**src/periphPkg.sv**
```systemverilog
// peripheral package with the register map, timing constants and the receive entry type
package periphPkg;

	localparam int ADDR_W = 8;
	localparam int DATA_W = 32;

	// byte offsets inside the register window
	localparam logic [ADDR_W-1:0] REG_TIMER_LO = 8'h00;
	localparam logic [ADDR_W-1:0] REG_TIMER_HI = 8'h04;
	localparam logic [ADDR_W-1:0] REG_UART_RX = 8'h10;
	localparam logic [ADDR_W-1:0] REG_UART_TX = 8'h14;
	localparam logic [ADDR_W-1:0] REG_UART_STAT = 8'h18;
	localparam logic [ADDR_W-1:0] REG_GPIO_IN = 8'h20;
	localparam logic [ADDR_W-1:0] REG_GPIO_OUT = 8'h24;
	localparam logic [ADDR_W-1:0] REG_GPIO_DIR = 8'h28;
	localparam logic [ADDR_W-1:0] REG_GPIO_SET = 8'h30;
	localparam logic [ADDR_W-1:0] REG_GPIO_CLR = 8'h34;

	// 50 MHz clock, 65536 / 1311 gives roughly 50 clocks per microsecond
	localparam logic [15:0] USEC_INC = 16'd1311;

	// short bit time for simulation: 2 clocks per tick, 16 ticks per bit
	localparam int SAMPLE_DIV = 2;
	localparam int OVERSAMPLE = 16;

	localparam int QUEUE_DEPTH = 8;

	// derived counter widths
	localparam int DIV_W = (SAMPLE_DIV > 1) ? $clog2(SAMPLE_DIV) : 1;
	localparam int OS_W = $clog2(OVERSAMPLE);
	localparam int PTR_W = $clog2(QUEUE_DEPTH);
	localparam int CNT_W = PTR_W + 1;

	// receive queue entry, frameErr lands in bit 8 of the UART_RX read
	typedef struct packed
	{
		logic frameErr;
		logic [7:0] data;
	} rxEntry_t;

endpackage
```
**src/mmioPeriph.sv**
```systemverilog
// memory-mapped peripheral top with timer, UART and GPIO behind a Wishbone slave
`timescale 1ns/1ns

module mmioPeriph import periphPkg::*;
(
	input logic clock,
	input logic rst,
	input logic cyc,
	input logic stb,
	input logic we,
	input logic [ADDR_W-1:0] adr,
	input logic [DATA_W-1:0] datIn,
	input logic [3:0] sel,
	output logic ack,
	output logic [DATA_W-1:0] datOut,
	output logic uartTxd,
	input logic uartRxd,
	input logic [31:0] gpioIn,
	output logic [31:0] gpioOut,
	output logic [31:0] gpioDir
);

	logic [63:0] usCount;
	logic sampleTick;
	logic txPush;
	logic [7:0] txData;
	logic [7:0] txHead;
	logic txPop;
	logic txFull;
	logic txEmpty;
	logic rxPush;
	rxEntry_t rxEntry;
	rxEntry_t rxHead;
	logic rxPop;
	logic rxFull;
	logic rxEmpty;

	tickTimer timer (.clock, .rst, .usCount, .sampleTick);

	// transmit path holds plain bytes
	byteQueue #(.entry_t(logic [7:0])) txQueue (
		.clock, .rst,
		.push(txPush), .pushData(txData),
		.pop(txPop), .popData(txHead),
		.full(txFull), .empty(txEmpty)
	);

	// receive path carries the framing flag with each byte
	byteQueue #(.entry_t(rxEntry_t)) rxQueue (
		.clock, .rst,
		.push(rxPush), .pushData(rxEntry),
		.pop(rxPop), .popData(rxHead),
		.full(rxFull), .empty(rxEmpty)
	);

	uartTx txSeq (
		.clock, .rst, .sampleTick,
		.qData(txHead), .qEmpty(txEmpty), .qPop(txPop),
		.txd(uartTxd)
	);

	uartRx rxSeq (
		.clock, .rst, .sampleTick,
		.rxd(uartRxd), .qFull(rxFull),
		.qPush(rxPush), .qData(rxEntry)
	);

	busRegs regs (
		.clock, .rst,
		.cyc, .stb, .we, .adr, .datIn, .sel, .ack, .datOut,
		.usCount,
		.txFull, .txEmpty, .txPush, .txData,
		.rxEmpty, .rxFull, .rxHead, .rxPop,
		.gpioIn, .gpioOut, .gpioDir
	);

endmodule

```
**src/busRegs.sv**
```systemverilog
// Wishbone classic register slave for timer, UART queues and GPIO
`timescale 1ns/1ns

module busRegs import periphPkg::*;
(
	input logic clock,
	input logic rst,
	input logic cyc,
	input logic stb,
	input logic we,
	input logic [ADDR_W-1:0] adr,
	input logic [DATA_W-1:0] datIn,
	input logic [3:0] sel,
	output logic ack,
	output logic [DATA_W-1:0] datOut,
	input logic [63:0] usCount,
	input logic txFull,
	input logic txEmpty,
	output logic txPush,
	output logic [7:0] txData,
	input logic rxEmpty,
	input logic rxFull,
	input rxEntry_t rxHead,
	output logic rxPop,
	input logic [31:0] gpioIn,
	output logic [31:0] gpioOut,
	output logic [31:0] gpioDir
);

	logic request;
	logic isRead;
	logic isWrite;
	logic [DATA_W-1:0] byteMask;
	logic [DATA_W-1:0] writeBits;
	logic [DATA_W-1:0] readData;
	logic [31:0] timerHiSnap;
	logic [31:0] gpioMeta;
	logic [31:0] gpioSync;

	// new access, not yet acknowledged
	assign request = cyc && stb && !ack;
	assign isRead = request && !we;
	assign isWrite = request && we;
	assign byteMask = {{8{sel[3]}}, {8{sel[2]}}, {8{sel[1]}}, {8{sel[0]}}};
	assign writeBits = datIn & byteMask;

	always_comb
	begin
		readData = '0;
		case (adr)
			REG_TIMER_LO: readData = usCount[31:0];
			REG_TIMER_HI: readData = timerHiSnap;
			REG_UART_RX:
				if (!rxEmpty)
					readData = {23'd0, rxHead.frameErr, rxHead.data};
			REG_UART_STAT: readData = {28'd0, txFull, txEmpty, rxFull, !rxEmpty};
			REG_GPIO_IN: readData = gpioSync;
			REG_GPIO_OUT: readData = gpioOut;
			REG_GPIO_DIR: readData = gpioDir;
			REG_GPIO_SET: readData = gpioOut;
			REG_GPIO_CLR: readData = gpioOut;
			default: readData = '0;
		endcase
	end

	always_ff @(posedge clock)
	begin
		if (rst)
		begin
			ack <= 1'b0;
			txPush <= 1'b0;
			rxPop <= 1'b0;
			timerHiSnap <= '0;
			gpioOut <= '0;
			gpioDir <= '0;
		end
		else
		begin
			ack <= request;
			// queue strobes sit on the ack cycle, one per access
			txPush <= isWrite && (adr == REG_UART_TX) && sel[0] && !txFull;
			rxPop <= isRead && (adr == REG_UART_RX) && !rxEmpty;
			// high word frozen with the low word for a coherent 64-bit read
			if (isRead && adr == REG_TIMER_LO)
				timerHiSnap <= usCount[63:32];
			if (isWrite)
			begin
				case (adr)
					REG_GPIO_OUT: gpioOut <= (gpioOut & ~byteMask) | writeBits;
					REG_GPIO_DIR: gpioDir <= (gpioDir & ~byteMask) | writeBits;
					REG_GPIO_SET: gpioOut <= gpioOut | writeBits;
					REG_GPIO_CLR: gpioOut <= gpioOut & ~writeBits;
					default: gpioOut <= gpioOut;
				endcase
			end
		end
	end

	always_ff @(posedge clock)
	begin
		gpioMeta <= gpioIn;
		gpioSync <= gpioMeta;
		// writes return zero
		if (request)
			datOut <= isRead ? readData : '0;
		if (isWrite && adr == REG_UART_TX)
			txData <= datIn[7:0];
	end

	// every ack answers a request seen the cycle before
	ackNeedsRequest: assert property (@(posedge clock) disable iff (rst)
		$rose(ack) |-> $past(cyc && stb));

endmodule

```
**src/uartRx.sv**
```systemverilog
// UART receive sequencer, finds start edges, samples mid-bit and checks the stop bit
`timescale 1ns/1ns

module uartRx import periphPkg::*;
(
	input logic clock,
	input logic rst,
	input logic sampleTick,
	input logic rxd,
	input logic qFull,
	output logic qPush,
	output rxEntry_t qData
);

	typedef enum logic [1:0] {rxIdle, rxStart, rxData, rxStop} rxState_t;

	rxState_t state;
	logic rxMeta;
	logic rxSync;
	logic rxLast;
	logic [OS_W-1:0] osCount;
	logic [2:0] bitIdx;
	logic [7:0] shiftReg;
	logic pushReq;
	rxEntry_t entry;
	logic halfDone;
	logic bitDone;

	assign halfDone = sampleTick && (osCount == OS_W'(OVERSAMPLE / 2 - 1));
	assign bitDone = sampleTick && (osCount == OS_W'(OVERSAMPLE - 1));
	// frame dropped when the receive queue has no room
	assign qPush = pushReq && !qFull;
	assign qData = entry;

	// two-flop synchronizer, line idles high
	always_ff @(posedge clock)
	begin
		if (rst)
		begin
			rxMeta <= 1'b1;
			rxSync <= 1'b1;
			rxLast <= 1'b1;
		end
		else
		begin
			rxMeta <= rxd;
			rxSync <= rxMeta;
			rxLast <= rxSync;
		end
	end

	always_ff @(posedge clock)
	begin
		if (rst)
		begin
			state <= rxIdle;
			osCount <= '0;
			bitIdx <= '0;
			pushReq <= 1'b0;
		end
		else
		begin
			pushReq <= 1'b0;
			case (state)
				rxIdle:
					if (rxLast && !rxSync)
					begin
						state <= rxStart;
						osCount <= '0;
					end
				rxStart:
					// half a bit in, a high line means a glitch
					if (halfDone)
					begin
						osCount <= '0;
						bitIdx <= '0;
						state <= rxSync ? rxIdle : rxData;
					end
					else if (sampleTick)
						osCount <= osCount + 1'b1;
				rxData:
					if (bitDone)
					begin
						osCount <= '0;
						bitIdx <= bitIdx + 1'b1;
						if (bitIdx == 3'd7)
							state <= rxStop;
					end
					else if (sampleTick)
						osCount <= osCount + 1'b1;
				rxStop:
					if (bitDone)
					begin
						osCount <= '0;
						pushReq <= 1'b1;
						state <= rxIdle;
					end
					else if (sampleTick)
						osCount <= osCount + 1'b1;
				default:
					state <= rxIdle;
			endcase
		end
	end

	always_ff @(posedge clock)
	begin
		if (state == rxData && bitDone)
			shiftReg <= {rxSync, shiftReg[7:1]};
		// a low stop bit flags a framing error
		if (state == rxStop && bitDone)
		begin
			entry.data <= shiftReg;
			entry.frameErr <= !rxSync;
		end
	end

endmodule

```
**src/uartTx.sv**
```systemverilog
// UART transmit sequencer, sends queued bytes as 8N1 frames
`timescale 1ns/1ns

module uartTx import periphPkg::*;
(
	input logic clock,
	input logic rst,
	input logic sampleTick,
	input logic [7:0] qData,
	input logic qEmpty,
	output logic qPop,
	output logic txd
);

	typedef enum logic [1:0] {txIdle, txStart, txData, txStop} txState_t;

	txState_t state;
	logic [OS_W-1:0] osCount;
	logic [2:0] bitIdx;
	logic [7:0] shiftReg;
	logic bitDone;

	// last oversample tick of the current bit
	assign bitDone = sampleTick && (osCount == OS_W'(OVERSAMPLE - 1));

	// head byte taken when leaving idle or right at the end of a stop bit
	assign qPop = !qEmpty && ((state == txIdle) || (state == txStop && bitDone));

	always_comb
	begin
		case (state)
			txStart: txd = 1'b0;
			txData: txd = shiftReg[0];
			default: txd = 1'b1;
		endcase
	end

	always_ff @(posedge clock)
	begin
		if (rst)
		begin
			state <= txIdle;
			osCount <= '0;
			bitIdx <= '0;
		end
		else
		begin
			if (state != txIdle && sampleTick)
				osCount <= bitDone ? '0 : osCount + 1'b1;
			case (state)
				txIdle:
					if (!qEmpty)
						state <= txStart;
				txStart:
					if (bitDone)
					begin
						state <= txData;
						bitIdx <= '0;
					end
				txData:
					if (bitDone)
					begin
						bitIdx <= bitIdx + 1'b1;
						if (bitIdx == 3'd7)
							state <= txStop;
					end
				txStop:
					// back-to-back frames when more data waits
					if (bitDone)
						state <= qEmpty ? txIdle : txStart;
				default:
					state <= txIdle;
			endcase
		end
	end

	// LSB first
	always_ff @(posedge clock)
	begin
		if (qPop)
			shiftReg <= qData;
		else if (state == txData && bitDone)
			shiftReg <= {1'b0, shiftReg[7:1]};
	end

endmodule

```
**src/byteQueue.sv**
```systemverilog
// byte queue: small first-word-fall-through FIFO with a type parameter for its entries
`timescale 1ns/1ns

module byteQueue import periphPkg::*;
#(
	parameter type entry_t = logic [7:0]
)
(
	input logic clock,
	input logic rst,
	input logic push,
	input entry_t pushData,
	input logic pop,
	output entry_t popData,
	output logic full,
	output logic empty
);

	entry_t mem [QUEUE_DEPTH];
	logic [PTR_W-1:0] wrPtr;
	logic [PTR_W-1:0] rdPtr;
	logic [CNT_W-1:0] count;
	logic doPush;
	logic doPop;

	function automatic logic [PTR_W-1:0] nextPtr(input logic [PTR_W-1:0] ptr);
		return (ptr == PTR_W'(QUEUE_DEPTH - 1)) ? '0 : ptr + 1'b1;
	endfunction

	assign full = (count == CNT_W'(QUEUE_DEPTH));
	assign empty = (count == '0);
	// push to full and pop of empty are dropped
	assign doPush = push && !full;
	assign doPop = pop && !empty;
	assign popData = mem[rdPtr];

	always_ff @(posedge clock)
	begin
		if (doPush)
			mem[wrPtr] <= pushData;
	end

	always_ff @(posedge clock)
	begin
		if (rst)
		begin
			wrPtr <= '0;
			rdPtr <= '0;
			count <= '0;
		end
		else
		begin
			if (doPush)
				wrPtr <= nextPtr(wrPtr);
			if (doPop)
				rdPtr <= nextPtr(rdPtr);
			case ({doPush, doPop})
				2'b10: count <= count + 1'b1;
				2'b01: count <= count - 1'b1;
				default: count <= count;
			endcase
		end
	end

	countBound: assert property (@(posedge clock) disable iff (rst)
		count <= CNT_W'(QUEUE_DEPTH));

	// a refused push or pop leaves its pointer alone next cycle
	wrPtrHold: assert property (@(posedge clock) disable iff (rst)
		!(push && !full) |=> $stable(wrPtr));
	rdPtrHold: assert property (@(posedge clock) disable iff (rst)
		!(pop && !empty) |=> $stable(rdPtr));

endmodule

```
**src/tickTimer.sv**
```systemverilog
// tick timer: fractional microsecond accumulator, 64-bit microsecond count and UART sample tick
`timescale 1ns/1ns

module tickTimer import periphPkg::*;
(
	input logic clock,
	input logic rst,
	output logic [63:0] usCount,
	output logic sampleTick
);

	logic [15:0] fracAcc;
	logic [15:0] fracNext;
	logic fracCarry;
	logic usStep;
	logic [DIV_W-1:0] divCount;

	// carry out of the sum marks one elapsed microsecond
	assign {fracCarry, fracNext} = {1'b0, fracAcc} + {1'b0, USEC_INC};

	always_ff @(posedge clock)
	begin
		if (rst)
		begin
			fracAcc <= '0;
			usStep <= 1'b0;
			usCount <= '0;
		end
		else
		begin
			fracAcc <= fracNext;
			usStep <= fracCarry;
			// count moves the cycle after the wrap
			if (usStep)
				usCount <= usCount + 64'd1;
		end
	end

	// down-counter for the oversample tick
	always_ff @(posedge clock)
	begin
		if (rst)
		begin
			divCount <= DIV_W'(SAMPLE_DIV - 1);
			sampleTick <= 1'b0;
		end
		else if (divCount == '0)
		begin
			divCount <= DIV_W'(SAMPLE_DIV - 1);
			sampleTick <= 1'b1;
		end
		else
		begin
			divCount <= divCount - 1'b1;
			sampleTick <= 1'b0;
		end
	end

	// both UART sequencers count ticks, so a tick must be a lone pulse
	tickIsolated: assert property (@(posedge clock) disable iff (rst)
		sampleTick |=> !sampleTick);

endmodule

```
**config.mk**
```make
export PLATFORM = sky130hd
export DESIGN_NAME = mmioPeriph
export DESIGN_NICKNAME = d
export VERILOG_FILES = /design/src/periphPkg.sv /design/src/mmioPeriph.sv /design/src/busRegs.sv /design/src/uartRx.sv /design/src/uartTx.sv /design/src/byteQueue.sv /design/src/tickTimer.sv
export SDC_FILE = /design/constraint.sdc
export NUM_CORES = 1
export LEC_CHECK = 0
export BUFFER_PORTS_ARGS = -buffer_cell sky130_fd_sc_hd__buf_2
export CORE_MARGIN = 1.5
export CORE_UTILIZATION = 45
export DETAILED_ROUTE_END_ITERATION = 6
export MAX_ROUTING_LAYER = met4
export PLACE_DENSITY = 0.61
export SLEW_MARGIN = 20
export SYNTH_ARGS = -nofsm -noshare
export SYNTH_HDL_FRONTEND = slang
export SYNTH_SLANG_ARGS = --single-unit
```
**constraint.sdc**
```tcl
create_clock -name clock -period 4 [get_ports clock]
set_input_delay 0.6 -clock clock [delete_from_list [all_inputs] [get_ports clock]]
set_output_delay 0.6 -clock clock [all_outputs]
set_load 0.05 [all_outputs]
```
==> impl_metrics.env, run 1 <==
export IMPL_run_status="finished, final reports clean"
export IMPL_grt_util_all_layers_pct=22.2
export IMPL_start_util_pct=45.5
export IMPL_ir_drop_v=0.000319
export IMPL_post_cts_resized=0
export IMPL_synth_fp_nets=1823
export IMPL_die_h_um=212
export IMPL_syn_inst=1709
export IMPL_synth_top_cell_area_share_pct=30.8
export IMPL_area_growth_pct=16.2
export IMPL_clkTransAtPathRegs_ps=60
export IMPL_die_area_sq_um=44800
export IMPL_synth_area_top_cells="edfxtp_1, dfxtp_1, a21oi_1"
export IMPL_fmax_mhz=325
export IMPL_die_w_um=212
export IMPL_cts_max_level=2
export IMPL_rr_startpoint="timer.usCount[14]"
export IMPL_pre_cts_ws_ps=899
export IMPL_grt_overflow_total=0
export IMPL_ant_nets=0
export IMPL_drt_iter0_drc=1126
export IMPL_cp_max_fo=26
export IMPL_route_met3_wl_mm=2.60
export IMPL_tns_ps=0
export IMPL_final_core_util_pct=52.9
export IMPL_endpoint_kind="flop"
export IMPL_setup_violations_final=0
export IMPL_worstMarginPinSlew_ps=1180
export IMPL_path_class="flop to flop"
export IMPL_grt_pass1_vias=13600
export IMPL_async_flop_share_pct=0
export IMPL_dr_pass1_iters=7
export IMPL_met1_length_mm=21.3
export IMPL_synth_area_per_cell_sq_um=11.5
export IMPL_nets=1980
export IMPL_vias_per_cell=5.58
export IMPL_wl_met2_mm=23.6
export IMPL_port_buffers=179
export IMPL_hold_viol=0
export IMPL_cts_setup_buffers=0
export IMPL_slew_headroom_pct=20.3
export IMPL_critPathMaxStageDelay_ps=940
export IMPL_synth_flop_cell="dfxtp_1"
export IMPL_postCtsHoldBufs=0
export IMPL_cts_buffer_depth=3
export IMPL_finalWirelength_mm=48.6
export IMPL_crit_slowest_cell="or4_1"
export IMPL_drc=0
export IMPL_root_buffer="clkbuf_16"
export IMPL_critPathArrivalTime_ps=3580
export IMPL_synth_edf_count=201
export IMPL_rows=76
export IMPL_yosysWarnings=0
export IMPL_antenna_found_initial=3
export IMPL_vias=13900
export IMPL_path_common_cell="or4_1"
export IMPL_grt_max_degree=99
export IMPL_top_layer="met4"
export IMPL_cp_required_ps=4500
export IMPL_cts_sinks=495
export IMPL_holdCritPathClass="input port to flop"
export IMPL_min_from="gpioIn[20]"
export IMPL_power_leakage_uw=0.00792
export IMPL_gp_congestion=0.842
export IMPL_numCtsBuffers=51
export IMPL_synth_seq_area_share_pct=60.9
export IMPL_worstSetupStartpoint="timer.usCount[14]"
export IMPL_path_cells="nand4_1 -> or4_4 -> or4_1 -> or4_1 -> a21oi_1"
export IMPL_postLayoutSetupSlackWorst_ps=920
export IMPL_drv_cap=0
export IMPL_drive_gt1_share_pct=18.2
export IMPL_cts_tree="yes"
export IMPL_synth_top_cell_by_area="edfxtp_1"
export IMPL_netlist_area_sq_um=19600
export IMPL_worstSkewPairLatency_ps=590
export IMPL_slew_viol_final=0
export IMPL_dp_hpwl_mm=33.7
export IMPL_rsz0062_at_grt="false"
export IMPL_pwr_density_cell_nw_per_um2=493
export IMPL_finalCriticalPeriod_ps=3080
export IMPL_clock_skew_final_ps=23.8
export IMPL_grt_pass1_wl_mm=75.0
export IMPL_fin_crit_sh_pct=77.0
export IMPL_wire_per_inst_um=19.5
export IMPL_start_kind="flop"
export IMPL_ioPinCount=180
export IMPL_ys_ff_latch=495
export IMPL_yosysUniqueCellTypes=63
export IMPL_fp_coreArea_sq_um=43000
## layer usage
metal / up-vias / global-route usage [%]
met3: 82 / 4.26
met2: 377 / 36.2
met1: 6808 / 28.2
met4: 0 / 6.87
li1: 6669 / -
met5: - / -
## registers in the layout (all words and copies together), names as in the netlist, 8 cells and up, named ones only
signal            count
regs.datOut          32
regs.gpioMeta        32
regs.gpioOut         32
regs.gpioSync        32
regs.timerHiSnap     32
regs.txData           8
rxQueue.mem          72
rxSeq.qData           9
rxSeq.shiftReg        8
timer.fracAcc        16
timer.usCount        64
txQueue.mem          64
txSeq.shiftReg        8
## cells by family (layout without fill, tap and decap cells)
kind of cell | after synthesis | in the layout | synth area share [%]
xor+xnor | 45 | 45 | 2.01
other cells | 0 | 4 | 0
buf+inv | 125 | 323 | 2.49
compound gates | 373 | 373 | 12.0
mux | 66 | 66 | 5.63
flops | 495 | 495 | 60.9
fa+ha+maj | 32 | 32 | 2.08
simple gates | 573 | 573 | 14.9
## cell usage after synthesis, drive strengths merged, types with 4 or more instances
cell and count:
a211oi 4, a21oi 170, a221oi 7, a222oi 23, a22o 33, a22oi 30
a31oi 5, and2 14, and3 28, and4 11, buf 13, clkbuf 90
dfxtp 294, edfxtp 201, ha 31, inv 21, mux2 13, mux2i 19
mux4 34, nand2 195, nand2b 7, nand3 40, nand3b 4, nand4 27
nor2 95, nor2b 37, nor3 31, nor3b 6, nor4 14, nor4b 5
nor4bb 5, o21ai 61, o2bb2ai 7, o31ai 14, or2 4, or3 23
or4 20, xnor2 22, xor2 23
## power breakdown
group          internal (uW)  total (uW)  switching [uW]  leakage [uW]
registers               5410        5530             121       0.00423
clock network           2790        4730            1940      0.000814
logic                    364         936             572       0.00287
total                   8560       11200            2630       0.00792
## cells in the final DEF, fill, tap and decap left out, types with 26 or more instances in the layout
cell type | synthesis | layout
buf_2 | 2 | 178
mux4_2 | 34 | 34
a21oi_1 | 170 | 170
ha_1 | 31 | 31
nand2_1 | 195 | 194
nand4_1 | 26 | 26
nor2b_1 | 37 | 37
a22o_1 | 33 | 33
dfxtp_1 | 294 | 293
clkbuf_16 | 0 | 51
nand3_1 | 40 | 40
buf_4 | 0 | 27
nor2_1 | 95 | 95
o21ai_0 | 57 | 57
a22oi_1 | 30 | 30
and3_1 | 28 | 28
edfxtp_1 | 201 | 201
nor3_1 | 31 | 28
## worst max-delay path: cells and delay by family (launching register included)
kind / cells / cell delay [ps]
and+or+nand+nor: 4 / 2410
DFF: 1 / 420
AOI/OAI and AO/OA: 1 / 140
## path summary, 6_finish.rpt
check                            to  slack [ps]  depth (start not counted)
hold / removal    regs.gpioMeta[20]         110                          1
hold reg to reg   regs.gpioSync[23]         310                          0
setup / recovery  timer.usCount[57]         920                          5
setup reg to reg  timer.usCount[57]         920                          5
## metrics by stage
step / hold WS, ps / cell area, sq um / cells / total power [uW]
floorplan: 310 / 19600 / 1709 / 6280
global placement: 311 / 21100 / 2398 / 6550
detailed placement: 312 / 21100 / 2398 / 6580
CTS: 79.5 / 22700 / 2492 / 11300
global route: 84.1 / 22700 / 2494 / 11600
finish: 110 / 22700 / 2496 / 11200
## area by class of cell
cell class	instances	area, sq um
fillers	3837	20200
flip-flops and latches	495	11900
multi-input cells	1089	7200
clock buffers	73	1420
repair buffers	207	1120
well taps	585	732
clock inverters	21	240
inverters	22	82.6
diodes	4	10.0
Power figures use the tool's default switching activity.
==> run 2, diff against run 1 <==
- PLACE_DENSITY: 0.61 -> 0.64
- clock period: 4 -> 2.55 ns (I/O delays scaled with it)
==> impl_metrics.env, run 2 (synthesized netlist as in run 1, its figures left out) <==
export IMPL_run_status="finished, final reports clean"
export IMPL_rr_startpoint="rxQueue.count[3]"
export IMPL_placed_area_sq_um=21600
export IMPL_area_growth_pct=22.3
export IMPL_clkTransAtPathRegs_ps=60
export IMPL_grt_overflow_total=0
export IMPL_hold_viol=0
export IMPL_top_register="rxQueue.mem"
export IMPL_critPathArrivalTime_ps=3040
export IMPL_dr_pass1_iters=6
export IMPL_largest_reg_flops=72
export IMPL_p_switching_uw=4280
export IMPL_drv_cap=0
export IMPL_nets=2097
export IMPL_clock_skew_final_ps=43.4
export IMPL_worstMarginPinSlew_ps=685
export IMPL_fillCellCount=3651
export IMPL_pre_cts_ws_ps=-9.93
export IMPL_antenna_found_initial=1
export IMPL_pwr_share_seq_pct=48.3
export IMPL_numCtsBuffers=51
export IMPL_grt_pass1_wl_mm=76.9
export IMPL_grt_util_all_layers_pct=22.6
export IMPL_largestRegisters="rxQueue.mem: 72 flops, timer.usCount: 64 flops, txQueue.mem: 64 flops"
export IMPL_fin_crit_sh_pct=98.5
export IMPL_crit_slowest_cell="or4_4"
export IMPL_p_sw_share_pct=23.9
export IMPL_rsz0062_at_grt="true"
export IMPL_tns_ps=0
export IMPL_multi_input_area_sq_um=7240
export IMPL_p_comb_share_pct=9.3
export IMPL_gp_congestion=0.861
export IMPL_slew_viol_final=0
export IMPL_cp_required_ps=3070
export IMPL_root_buffer="clkbuf_16"
export IMPL_path_class="flop to flop"
export IMPL_path_delay_family="simple AND/OR/NAND/NOR gates"
export IMPL_start_kind="flop"
export IMPL_drt_iter0_drc=1174
export IMPL_path_cells="or4_4 -> nand2_1 -> inv_1 -> ha_2 -> ha_1 -> a21o_1 -> a21oi_1 -> xnor2_1 -> or3_1 -> a21oi_2"
export IMPL_final_common_cell="dfxtp_1"
export IMPL_postLayoutSetupSlackWorst_ps=38.9
export IMPL_path_buf_inv=1
export IMPL_worstSkewPairLatency_ps=610
export IMPL_endpoint_kind="flop"
export IMPL_worstSetupStartpoint="rxQueue.count[3]"
export IMPL_grt_pass1_vias=14300
export IMPL_drc=0
export IMPL_vias_per_cell=5.56
export IMPL_seq_area_sq_um=11900
export IMPL_holdCritPathClass="input port to flop"
export IMPL_port_buffers=179
export IMPL_intPower_uw=13600
export IMPL_finish_instance_area_sq_um=23900
export IMPL_wire_per_inst_um=19.0
export IMPL_cts_buffer_depth=3
export IMPL_cts_max_level=2
export IMPL_die_h_um=212
export IMPL_critPathMaxStageDelay_ps=540
export IMPL_rows=76
export IMPL_min_from="datIn[20]"
export IMPL_fp_coreArea_sq_um=43000
export IMPL_cts_sinks=495
export IMPL_setup_violations_final=0
export IMPL_power_leakage_uw=0.00853
export IMPL_die_w_um=212
export IMPL_ioPinCount=180
export IMPL_fmax_mhz=398
export IMPL_dp_hpwl_mm=34.2
export IMPL_start_util_pct=45.5
export IMPL_ir_drop_v=0.000545
export IMPL_finalCriticalPeriod_ps=2510
export IMPL_cp_max_fo=5
export IMPL_cts_tree="yes"
export IMPL_finalWirelength_mm=49.7
export IMPL_slew_headroom_pct=53.7
export IMPL_layout_common_cells="dfxtp_1, edfxtp_1, nand2_1, buf_2, a21oi_1"
export IMPL_vias=14500
export IMPL_ant_nets=0
export IMPL_drive_gt1_share_pct=21.1
export IMPL_p_clk_share_pct=42.4
export IMPL_grt_max_degree=120
export IMPL_pwr_density_cell_nw_per_um2=749
export IMPL_die_area_sq_um=44800
export IMPL_fin_total_pwr_uw=17900
[run 2: cell types whose count changed in the layout (fill, tap and decap cells not counted), moves of 6 or more]
| cell | before | now |
|---|---|---|
| buf_4 | 27 | 88 |
| dlygate4sd3_1 | 0 | 50 |
| buf_12 | 1 | 7 |
| clkbuf_1 | 16 | 10 |
[run 2: stage by stage]
step           hold WS [ps]  cells  utilization, %
2_1_floorplan           310   1709               -
3_3_place_gp            313   2464            50.3
3_5_place_dp            312   2464            50.3
4_1_cts               0.215   2611            55.6
5_1_grt                12.7   2612            55.7
6_report               19.9   2612            55.7
[run 2: power groups by stage]
stage / Combinational, uW / Sequential [uW] / Clock (uW)
2_1_floorplan: 1130 / 8800 / 0
3_3_place_gp: 1570 / 8810 / 0
3_5_place_dp: 1610 / 8810 / 0
4_1_cts: 1680 / 8640 / 7760
5_1_grt: 1850 / 8670 / 8040
6_report: 1670 / 8650 / 7590
[run 2: cell type report]
class,count,share of cell area (%)
sequential,495,49.8
multi-input combinational,1089,30.3
timing repair buffer,324,9.21
clock buffer,69,5.96
tap,585,3.06
clock inverter,27,1.33
inverter,22,0.345
antenna,1,0.0105
[run 2: final timing paths]
kind	end	slack, ps	depth (start not counted)
worst max register to register	rxQueue.count[3]	40	10
worst min-delay path	regs.gpioOut[20]	20	2
worst max-delay path	rxQueue.count[3]	40	10
worst min register to register	regs.gpioSync[30]	320	0
[run 2: routing by layer]
metal	part of all wire, %	routed length [um]	GRT usage (%)
met1	42	21000	27.9
met2	49	24500	37.3
met3	5.5	2730	3.58
met4	3.0	1470	8.67
met5	0	0	-
[run 2: timing repair]
item                                   in CTS  in global routing
hold buffers                               50                  0
endpoints found under the hold margin      51                  0
setup endpoints to repair                   5                  8
pin swaps                                   3                  1
gates cloned                                0                  0
buffers inserted                            1                  0
gates resized for setup                     7                  4
==> run 3, diff against run 2 <==
- PLACE_DENSITY: 0.64 -> 0.61
- clock period: 2.55 -> 2.4 ns (I/O delays scaled with it)
==> impl_metrics.env, run 3 (synthesized netlist as in run 1, its figures left out) <==
export IMPL_ant_nets=0
export IMPL_grt_util_all_layers_pct=23.1
export IMPL_pwr_share_seq_pct=48.9
export IMPL_rows=76
export IMPL_worstMarginPinSlew_ps=546
export IMPL_placed_area_sq_um=21900
export IMPL_grt_pass1_vias=14500
export IMPL_tns_ps=0
export IMPL_finalNonFillerCells=2645
export IMPL_vias_per_cell=5.47
export IMPL_grt_overflow_total=0
export IMPL_hold_viol=0
export IMPL_cts_buffer_depth=3
export IMPL_nets=2129
export IMPL_placed_cells=2490
export IMPL_p_clk_share_pct=41.1
export IMPL_fmax_mhz=420
export IMPL_endpoint_kind="flop"
export IMPL_fp_coreArea_sq_um=43000
export IMPL_pwr_density_cell_nw_per_um2=772
export IMPL_p_switching_uw=4500
export IMPL_clock_skew_final_ps=28.3
export IMPL_port_buffers=179
export IMPL_largest_reg_flops=72
export IMPL_grt_max_degree=108
export IMPL_setup_violations_final=0
export IMPL_numCtsBuffers=51
export IMPL_largestRegisters="rxQueue.mem: 72 flops, timer.usCount: 64 flops, txQueue.mem: 64 flops"
export IMPL_slew_headroom_pct=63.6
export IMPL_grt_pass1_wl_mm=78.7
export IMPL_finalWirelength_mm=50.4
export IMPL_wire_per_inst_um=19.1
export IMPL_finalCriticalPeriod_ps=2380
export IMPL_p_sw_share_pct=24.0
export IMPL_clkTransAtPathRegs_ps=60
export IMPL_die_area_sq_um=44800
export IMPL_final_common_cell="dfxtp_1"
export IMPL_die_h_um=212
export IMPL_drc=0
export IMPL_drv_cap=0
export IMPL_dr_pass1_iters=7
export IMPL_area_growth_pct=24.1
export IMPL_dp_hpwl_mm=34.6
export IMPL_p_comb_share_pct=10.0
export IMPL_worstSkewPairLatency_ps=600
export IMPL_cts_sinks=495
export IMPL_drt_iter0_drc=853
export IMPL_fin_crit_sh_pct=99.3
export IMPL_start_kind="flop"
export IMPL_start_util_pct=45.5
export IMPL_antenna_found_initial=2
export IMPL_die_w_um=212
export IMPL_slew_viol_final=0
export IMPL_gp_congestion=0.856
export IMPL_root_buffer="clkbuf_16"
export IMPL_layout_common_cells="dfxtp_1, edfxtp_1, nand2_1, buf_2, a21oi_1"
export IMPL_cp_max_fo=11
export IMPL_cts_tree="yes"
export IMPL_critPathArrivalTime_ps=2890
export IMPL_holdCritPathClass="input port to flop"
export IMPL_drive_gt1_share_pct=23.3
export IMPL_power_leakage_uw=0.00871
export IMPL_run_status="finished, final reports clean"
export IMPL_vias=14500
export IMPL_cp_required_ps=2900
export IMPL_finish_instance_area_sq_um=24300
export IMPL_path_class="flop to flop"
export IMPL_ir_drop_v=0.000580
export IMPL_ioPinCount=180
export IMPL_cts_max_level=2
export IMPL_top_register="rxQueue.mem"
export IMPL_intPower_uw=14300
export IMPL_rsz0062_at_grt="true"
run 3: worst paths after layout:
check | start | to | slack (ps) | cells after the start
max | timer.usCount[11] | timer.usCount[57] | 20 | 6
min | datIn[27] | regs.gpioOut[27] | 30 | 2
max reg2reg | timer.usCount[11] | timer.usCount[57] | 20 | 6
min reg2reg | regs.gpioMeta[29] | regs.gpioSync[29] | 320 | 0
run 3: timing repair:
item,CTS,global route
endpoints found under the setup margin,18,26
gates cloned,0,1
pin swaps,3,9
gates resized for setup,6,27
buffers inserted,0,2
endpoints found under the hold margin,55,0
hold buffers,54,0
run 3: power groups by stage:
stage / registers [uW] / logic (uW) / clock network [uW]
2_1_floorplan: 9360 / 1230 / 0
6_report: 9170 / 1880 / 7700
4_1_cts: 9170 / 1840 / 7860
5_1_grt: 9190 / 2060 / 8210
3_5_place_dp: 9350 / 1760 / 0
3_3_place_gp: 9350 / 1720 / 0
run 3: final cells by class:
cell class              instances  area [sq um]
multi-input cells            1089          7360
clock buffers                  73          1520
fillers                      3613         18700
repair buffers                356          2500
flip-flops and latches        495         11900
well taps                     585           732
inverters                      22          85.1
diodes                          2          5.00
clock inverters                23           136
run 3: through the flow:
stage	hold slack (ps)	setup slack (ps)	power (uW)	utilization, %
finish	32.1	16.8	18800	56.5
global route	13.0	-37.4	19500	56.5
CTS	0.472	15.6	18900	56.1
detailed placement	312	-109	11100	50.9
global placement	311	-97.2	11100	50.9
floorplan	310	-22.7	10600	-
run 3: routing by layer:
metal	routed length (um)	vias to the layer above	global-route usage (%)
met5	0	-	-
met4	1580	0	8.35
met3	2520	97	4.29
met2	24400	365	37.5
met1	21900	7039	28.9
li1	-	6967	-
run 3: critical path, stage by stage, from the launching register on:
cell	delay (ps)
dfxtp_2	350
nand4_4	100
or4_4	550
or4_4	470
buf_12	160
or4_4	510
a21oi_2	140
